$ cat config.mk
export PLATFORM = sky130hd
export DESIGN_NAME = delay_skid_queue
export DESIGN_NICKNAME = d
export VERILOG_FILES = /design/src/common/queue_pkg.sv /design/src/common/delay_pkg.sv /design/src/skid_queue/skid_queue_ctrl.sv /design/src/skid_queue/skid_queue_store.sv /design/src/source/delay_timer.sv /design/src/source/bypass_slot.sv /design/src/source/delay_skid_queue.sv
export VERILOG_INCLUDE_DIRS = /design/src /design/src/common
export SDC_FILE = /design/constraint.sdc
export NUM_CORES = 1
export LEC_CHECK = 0
export BUFFER_PORTS_ARGS = -buffer_cell sky130_fd_sc_hd__buf_4
export CORE_UTILIZATION = 25
export DETAILED_ROUTE_END_ITERATION = 12
export SYNTH_ARGS = -nofsm -noshare
export SYNTH_HDL_FRONTEND = slang
export SYNTH_HIERARCHICAL = 1
export SYNTH_SLANG_ARGS = --single-unit
$ cat constraint.sdc
create_clock -name clk -period 5.1 [get_ports clk]
set_input_delay 1.53 -clock clk [delete_from_list [all_inputs] [get_ports clk]]
set_output_delay 1.53 -clock clk [all_outputs]
set_load 0.02 [all_outputs]
$ cat src/common/queue_macros.svh
/*
  Delay skid queue configuration: item width, queue depth and hold time
*/
`ifndef QUEUE_MACROS_SVH
`define QUEUE_MACROS_SVH

// Width of one item in bits
`define DSQ_DATA_W   8

// Skid queue depth and matching pointer width
`define DSQ_ENTRIES  4
`define DSQ_PTR_W    2

// Fixed hold time in cycles, from 1 up to 255
`define DSQ_DELAY    3

// Delay counter width, wide enough for DSQ_DELAY
`define DSQ_TIMER_W  8

`endif

$ cat src/common/queue_pkg.sv
/*
  Queue types shared by the skid queue, the bypass slot and the top level
*/
`include "queue_macros.svh"

package queue_pkg;

  // ----------------------------------------
  // Payload and addressing
  // ----------------------------------------

  // One queued item
  typedef logic [`DSQ_DATA_W-1:0] data_t;

  // Register file address, also the enqueue and dequeue pointers
  typedef logic [`DSQ_PTR_W-1:0] ptr_t;

  // Free-entry count, one bit wider so that a full count fits
  typedef logic [`DSQ_PTR_W:0] count_t;

endpackage

$ cat src/common/delay_pkg.sv
/*
  Delay timer types: the hold count and the timer state
*/
`include "queue_macros.svh"

package delay_pkg;

  // Remaining hold cycles of the head item
  typedef logic [`DSQ_TIMER_W-1:0] timer_t;

  // Idle until a head item shows up, then hold it
  typedef enum logic {
    DELAY_IDLE,
    DELAY_HOLD
  } delay_state_t;

endpackage

$ cat src/skid_queue/skid_queue_ctrl.sv
/*
  Skid queue control: wrapping pointers, full flag, handshakes and the
  free-entry count used by upstream logic to stall early
*/
`timescale 1ns/10ps
`include "queue_macros.svh"

module skid_queue_ctrl (
  input  logic              clk,
  input  logic              reset,
  input  logic              enq_val,
  output logic              enq_rdy,
  output logic              head_val,
  input  logic              head_rdy,
  output logic              wen,
  output queue_pkg::ptr_t   waddr,
  output queue_pkg::ptr_t   raddr,
  output queue_pkg::count_t num_free_entries
);

  import queue_pkg::*;

  // ----------------------------------------
  // State
  // ----------------------------------------

  ptr_t   enq_ptr;
  ptr_t   deq_ptr;
  // Set when the pointers meet with every entry in use
  logic   full;
  logic   empty;
  logic   do_enq;
  logic   do_deq;
  ptr_t   enq_ptr_inc;
  ptr_t   deq_ptr_inc;
  // Occupancy tracked on its own, only to cross-check the pointers
  count_t occupancy;

  // Transfers on both sides
  assign do_enq = enq_val && enq_rdy;
  assign do_deq = head_val && head_rdy;

  assign empty    = !full && (enq_ptr == deq_ptr);
  assign enq_rdy  = !full;
  assign head_val = !empty;

  // Every accepted item goes into storage
  assign wen   = do_enq;
  assign waddr = enq_ptr;
  assign raddr = deq_ptr;

  // Next pointer values, wrapping at the depth
  assign enq_ptr_inc = (count_t'(enq_ptr) + 1'b1 == count_t'(`DSQ_ENTRIES))
                       ? '0 : enq_ptr + 1'b1;
  assign deq_ptr_inc = (count_t'(deq_ptr) + 1'b1 == count_t'(`DSQ_ENTRIES))
                       ? '0 : deq_ptr + 1'b1;

  always_ff @(posedge clk)
  begin
    if (reset)
    begin
      enq_ptr <= '0;
      deq_ptr <= '0;
      full    <= 1'b0;
    end
    else
    begin
      if (do_enq)
        enq_ptr <= enq_ptr_inc;
      if (do_deq)
        deq_ptr <= deq_ptr_inc;
      // Full only when an enqueue catches up with the dequeue pointer
      if (do_enq && !do_deq && (enq_ptr_inc == deq_ptr))
        full <= 1'b1;
      else if (do_deq && !do_enq)
        full <= 1'b0;
    end
  end

  // ----------------------------------------
  // Free entries
  // ----------------------------------------

  always_comb
  begin
    if (full)
      num_free_entries = '0;
    else if (empty)
      num_free_entries = count_t'(`DSQ_ENTRIES);
    else if (enq_ptr > deq_ptr)
      num_free_entries = count_t'(`DSQ_ENTRIES) - count_t'(enq_ptr - deq_ptr);
    else
      num_free_entries = count_t'(deq_ptr - enq_ptr);
  end

  always_ff @(posedge clk)
  begin
    if (reset)
      occupancy <= '0;
    else if (do_enq && !do_deq)
      occupancy <= occupancy + 1'b1;
    else if (do_deq && !do_enq)
      occupancy <= occupancy - 1'b1;
  end

  // Queue never holds more than its depth
  assert property (@(posedge clk) disable iff (reset)
    occupancy <= count_t'(`DSQ_ENTRIES));

  // Pointer-derived count agrees with the transfer history
  assert property (@(posedge clk) disable iff (reset)
    occupancy + num_free_entries == count_t'(`DSQ_ENTRIES));

endmodule

$ cat src/skid_queue/skid_queue_store.sv
/*
  Skid queue storage: one write port on the clock edge, one
  combinational read port
*/
`timescale 1ns/10ps
`include "queue_macros.svh"

module skid_queue_store (
  input  logic             clk,
  input  logic             wen,
  input  queue_pkg::ptr_t  waddr,
  input  queue_pkg::ptr_t  raddr,
  input  queue_pkg::data_t wdata,
  output queue_pkg::data_t rdata
);

  import queue_pkg::*;

  // One row per queue entry
  data_t mem [`DSQ_ENTRIES];

  // ----------------------------------------
  // Write port
  // ----------------------------------------

  always_ff @(posedge clk)
  begin
    if (wen)
      mem[waddr] <= wdata;
  end

  // ----------------------------------------
  // Read port
  // ----------------------------------------

  // Head item seen by the timer without a cycle of latency
  assign rdata = mem[raddr];

endmodule

$ cat src/source/delay_timer.sv
/*
  Delay timer: holds the skid queue head for a fixed number of cycles,
  then hands it to the bypass slot
*/
`timescale 1ns/10ps
`include "queue_macros.svh"

module delay_timer (
  input  logic clk,
  input  logic reset,
  input  logic head_val,
  output logic head_rdy,
  output logic slot_enq_val,
  input  logic slot_enq_rdy
);

  import delay_pkg::*;

  delay_state_t state;
  timer_t       count;
  // Last hold cycle with room downstream
  logic         release_now;

  assign release_now = (state == DELAY_HOLD) && (count == timer_t'(1)) && slot_enq_rdy;

  // Pop the queue and offer to the slot in the same cycle
  assign head_rdy     = release_now;
  assign slot_enq_val = release_now;

  // ----------------------------------------
  // FSM and down-counter
  // ----------------------------------------

  always_ff @(posedge clk)
  begin
    if (reset)
    begin
      state <= DELAY_IDLE;
      count <= '0;
    end
    else
    begin
      case (state)
        DELAY_IDLE:
        begin
          // Start the hold as soon as an item reaches the head
          if (head_val)
          begin
            count <= timer_t'(`DSQ_DELAY);
            state <= DELAY_HOLD;
          end
        end
        DELAY_HOLD:
        begin
          // Frozen while the slot is full
          if (slot_enq_rdy)
          begin
            count <= count - 1'b1;
            if (count == timer_t'(1))
              state <= DELAY_IDLE;
          end
        end
        default:
        begin
          state <= DELAY_IDLE;
        end
      endcase
    end
  end

  // Count stays within the configured hold time
  assert property (@(posedge clk) disable iff (reset)
    count <= timer_t'(`DSQ_DELAY));

  // Head item cannot vanish from the queue during a hold
  assert property (@(posedge clk) disable iff (reset)
    (state == DELAY_HOLD) |-> head_val);

endmodule

$ cat src/source/bypass_slot.sv
/*
  One-element bypass queue in front of the consumer
*/
`timescale 1ns/10ps

module bypass_slot (
  input  logic             clk,
  input  logic             reset,
  input  logic             enq_val,
  output logic             enq_rdy,
  input  queue_pkg::data_t enq_bits,
  output logic             deq_val,
  input  logic             deq_rdy,
  output queue_pkg::data_t deq_bits
);

  import queue_pkg::*;

  logic  full;
  data_t slot_data;
  logic  do_enq;
  logic  do_deq;
  logic  wen;

  assign enq_rdy = !full;
  assign do_enq  = enq_val && enq_rdy;
  assign do_deq  = deq_val && deq_rdy;

  // ----------------------------------------
  // Bypass path
  // ----------------------------------------

  // Empty slot shows the offered item in the same cycle
  assign deq_val  = full || enq_val;
  assign deq_bits = full ? slot_data : enq_bits;

  // Store only what the consumer did not take right away
  assign wen = do_enq && !do_deq;

  always_ff @(posedge clk)
  begin
    if (reset)
      full <= 1'b0;
    else if (wen)
      full <= 1'b1;
    else if (do_deq)
      full <= 1'b0;
  end

  // Payload register
  always_ff @(posedge clk)
  begin
    if (wen)
      slot_data <= enq_bits;
  end

  // No item offered for writing while the slot still holds one
  assert property (@(posedge clk) disable iff (reset)
    enq_val |-> !full);

  // A stalled item stays put until the consumer takes it
  assert property (@(posedge clk) disable iff (reset)
    (deq_val && !deq_rdy) |=> (deq_val && $stable(deq_bits)));

endmodule

$ cat src/source/delay_skid_queue.sv
/*
  Delay skid queue top: skid queue, fixed delay timer and a bypass slot
  toward the consumer
*/
`timescale 1ns/10ps

module delay_skid_queue (
  input  logic              clk,
  input  logic              reset,
  input  logic              enq_val,
  output logic              enq_rdy,
  input  queue_pkg::data_t  enq_bits,
  output logic              deq_val,
  input  logic              deq_rdy,
  output queue_pkg::data_t  deq_bits,
  output queue_pkg::count_t num_free_entries
);

  import queue_pkg::*;

  // Skid queue internals
  logic  wen;
  ptr_t  waddr;
  ptr_t  raddr;

  // Head of queue toward the timer
  logic  head_val;
  logic  head_rdy;
  data_t head_bits;

  // Timer toward the slot
  logic  slot_enq_val;
  logic  slot_enq_rdy;

  // ----------------------------------------
  // Skid queue
  // ----------------------------------------

  skid_queue_ctrl u_skid_queue_ctrl (
    .clk              (clk),
    .reset            (reset),
    .enq_val          (enq_val),
    .enq_rdy          (enq_rdy),
    .head_val         (head_val),
    .head_rdy         (head_rdy),
    .wen              (wen),
    .waddr            (waddr),
    .raddr            (raddr),
    .num_free_entries (num_free_entries)
  );

  skid_queue_store u_skid_queue_store (
    .clk   (clk),
    .wen   (wen),
    .waddr (waddr),
    .raddr (raddr),
    .wdata (enq_bits),
    .rdata (head_bits)
  );

  // ----------------------------------------
  // Delay and output stage
  // ----------------------------------------

  delay_timer u_delay_timer (
    .clk          (clk),
    .reset        (reset),
    .head_val     (head_val),
    .head_rdy     (head_rdy),
    .slot_enq_val (slot_enq_val),
    .slot_enq_rdy (slot_enq_rdy)
  );

  // Head data goes straight to the slot, the timer only gates it
  bypass_slot u_bypass_slot (
    .clk      (clk),
    .reset    (reset),
    .enq_val  (slot_enq_val),
    .enq_rdy  (slot_enq_rdy),
    .enq_bits (head_bits),
    .deq_val  (deq_val),
    .deq_rdy  (deq_rdy),
    .deq_bits (deq_bits)
  );

endmodule

==> impl_metrics.json <==
{
  "first_global_vias": 1367,
  "layout_commonest_cell": "edfxtp_1",
  "max_stage_delay_ns": 0.68,
  "routed.top_layer": "met4",
  "grt_overflow": 0,
  "crit_fanout": 11,
  "p_leak_uw": 0.001007,
  "die_area_um2": 10190,
  "maxCapViolations": 0,
  "post-dp-hpwl_um": 2942,
  "finalMaxSlewViolations": 0,
  "yosysUniqueCellTypes": 43,
  "drive_above_1_share": 0.2766,
  "worstMarginPinSlew_ns": 1.074,
  "critPathLaunch": "u_bypass_slot/full$_SDFFE_PP0P_",
  "fin_crit_ns": 3.817,
  "final_cell_mix": "edfxtp_1, buf_4, dfxtp_1",
  "diodes": 0,
  "antenna_found_initial": 0,
  "grt_start_max_net_pins": 19,
  "synthFlopType": "edfxtp_1",
  "tritoncts": "built",
  "rows": 35,
  "critical_path_class": "reg -> out",
  "drt-initial-drc-count": 44,
  "path_clk_slew_ns": 0.09,
  "synthArstFlopShare": 0,
  "fin_setup_tns_ns": 0,
  "grt_pass1_wl_um": 6858,
  "crit_path_top_delay_cell": "dfxtp_1",
  "fillCellCount": 979,
  "hold_violations": 0,
  "io_buffer_count": 24,
  "cp.arrival_ns": 2.29,
  "status": "finished clean",
  "finalNetCount": 206,
  "min_path_type": "reg -> reg",
  "p_per_area_nw_per_um2": 361.5,
  "cts_resized": 0,
  "htreeDepth": 2,
  "root_buffer": "clkbuf_8",
  "finalClockSkew_ns": 0.005021,
  "gr-usage-all-layers": 0.08842,
  "finalSetupViolations": 0,
  "postCtsSetupRepairBufs": 0,
  "r2r-start": "u_bypass_slot/full$_SDFFE_PP0P_",
  "worst_skew_pair.late_latency_ns": 0.30,
  "wire_per_inst_um": 13.13,
  "relSlewSlack": 0.2823,
  "postRouteAntennaNets": 0,
  "cts_inserted_buffers": 5,
  "synth.avg_cell_area_um2": 15.11,
  "wl_met3_um": 150,
  "clock-sinks": 55,
  "path_cells": "inv_1, and3b_1, and4b_1, or2_1, buf_4",
  "hold_start": "u_delay_timer/count[1]$_SDFFE_PP0P_",
  "area_delta_synth_final_pct": 16.56,
  "dr.pass1.iters": 4,
  "ys_seq_area_frac": 0.6132,
  "fp.dieW_um": 101.0,
  "io_pins": 25,
  "netlist_area_um2": 2449,
  "core_area_um2": 9371,
  "clock.fmax_ghz": 0.2620,
  "rsz0062_at_grt": "no",
  "ir_drop_mv": 0.1337,
  "synth-seq-cells": 55,
  "worstSetupStartpointType": "flop",
  "vias": 1357,
  "worst_setup_path_end_kind": "primary output",
  "syn_nets": 181,
  "min_period_over_period": 0.7484,
  "fin_util": 0.3045,
  "crit_required_ns": 3.57,
  "synth-edff-count": 40,
  "start_util": 0.2613,
  "via_per_inst": 4.281,
  "cts.hold.buffers_added": 0,
  "cts_buffer_depth": 2,
  "ys_warn_count": 6,
  "gp_congestion": 0.7472,
  "drc_errors": 0,
  "wl_met2_um": 1980,
  "die_h_um": 101.0,
  "wirelength_um": 4162,
  "syn-instance-count": 162,
  "wl_met1_um": 1967
}
## synthesized netlist by cell type (all sizes together), types with 2 or more instances
library cell	number	area, µm²
a21boi	2	15.02
a21oi	4	20.02
a311oi	2	17.52
and3	2	12.51
and3b	4	38.79
buf	5	42.53
clkbuf	2	8.750
dfxtp	15	300.3
edfxtp	40	1201
ha	6	75.07
inv	10	37.54
mux2	12	165.2
mux2i	2	20.02
mux4	8	180.2
nand2	2	7.510
nand3	2	10.01
nand4	2	12.51
nor2	11	41.29
nor2b	2	12.51
nor3	2	10.01
nor3b	6	45.04
nor4	2	12.51
o21ai	5	25.02
or2	2	12.51
or3	2	12.51
## report_power, final
group	internal, µW	switching [µW]	total, µW
Sequential	517	29.9	547
Clock	144	135	278
Combinational	101	106	206
Total	761	270	1030
## flip-flops by register name (all words and copies together) (netlist names)
name                     count
u_delay_timer/state          1
u_bypass_slot/slot_data      8
u_bypass_slot/full           1
u_skid_queue_ctrl/full       1
u_delay_timer/count          8
u_skid_queue_store/mem      32
u_skid_queue_ctrl/waddr      2
u_skid_queue_ctrl/raddr      2
## cell type report
cell class	instances	area [µm²]	area share
clock inverters	3	38.79	0.01359
inverters	10	37.54	0.01315
well taps	129	161.4	0.05655
repair buffers	25	187.7	0.06576
clock buffers	5	68.82	0.02411
flip-flops and latches	55	1501	0.5261
multi-input cells	90	858.3	0.3007
## routing by layer
metal | global-route usage | up-vias
met5 | 0 | -
met3 | 0.02080 | 5
li1 | - | 667
met2 | 0.1528 | 25
met4 | 0.03344 | 0
met1 | 0.1068 | 660
## metrics by stage
stage                     hold slack (ns)  power [µW]  worst slack, ns  instances  cell area, µm²
final                              0.5131        1032            1.283        317            2854
after global routing               0.5501        1086            1.100        317            2854
after CTS                          0.5139        1041            1.282        317            2854
after detailed placement           0.5004       763.9            1.629        309            2746
after global placement             0.4995       758.8            1.658        309            2746
after floorplan                    0.4771       701.7            2.050        162            2449
## critical path, delay by kind of cell (launching register included)
kind,cells,cell delay (ns)
and+or+nand+nor,3,0.84
buffers and inverters,2,0.47
DFF,1,0.68
## logic make-up after synthesis
group / Yosys count / share of synthesized area
multiplexers: 22 / 0.1492
AO/OA/AOI/OAI: 17 / 0.04701
flip-flops: 55 / 0.6132
adder cells (fa/ha/maj): 7 / 0.03883
AND/OR/NAND/NOR: 43 / 0.1119
XOR/XNOR: 1 / 0.003578
buffers and inverters: 17 / 0.03627
## path summary, 6_finish.rpt
kind / slack, ns / endpoint / depth (start not counted)
worst max register to register: 2.37 / u_bypass_slot/slot_data[5]$_DFFE_PP_ / 4
worst max-delay path: 1.28 / deq_val / 5
worst min register to register: 0.51 / u_delay_timer/count[1]$_SDFFE_PP0P_ / 2
worst min-delay path: 0.51 / u_delay_timer/count[1]$_SDFFE_PP0P_ / 2
Power figures use the tool's default switching activity.
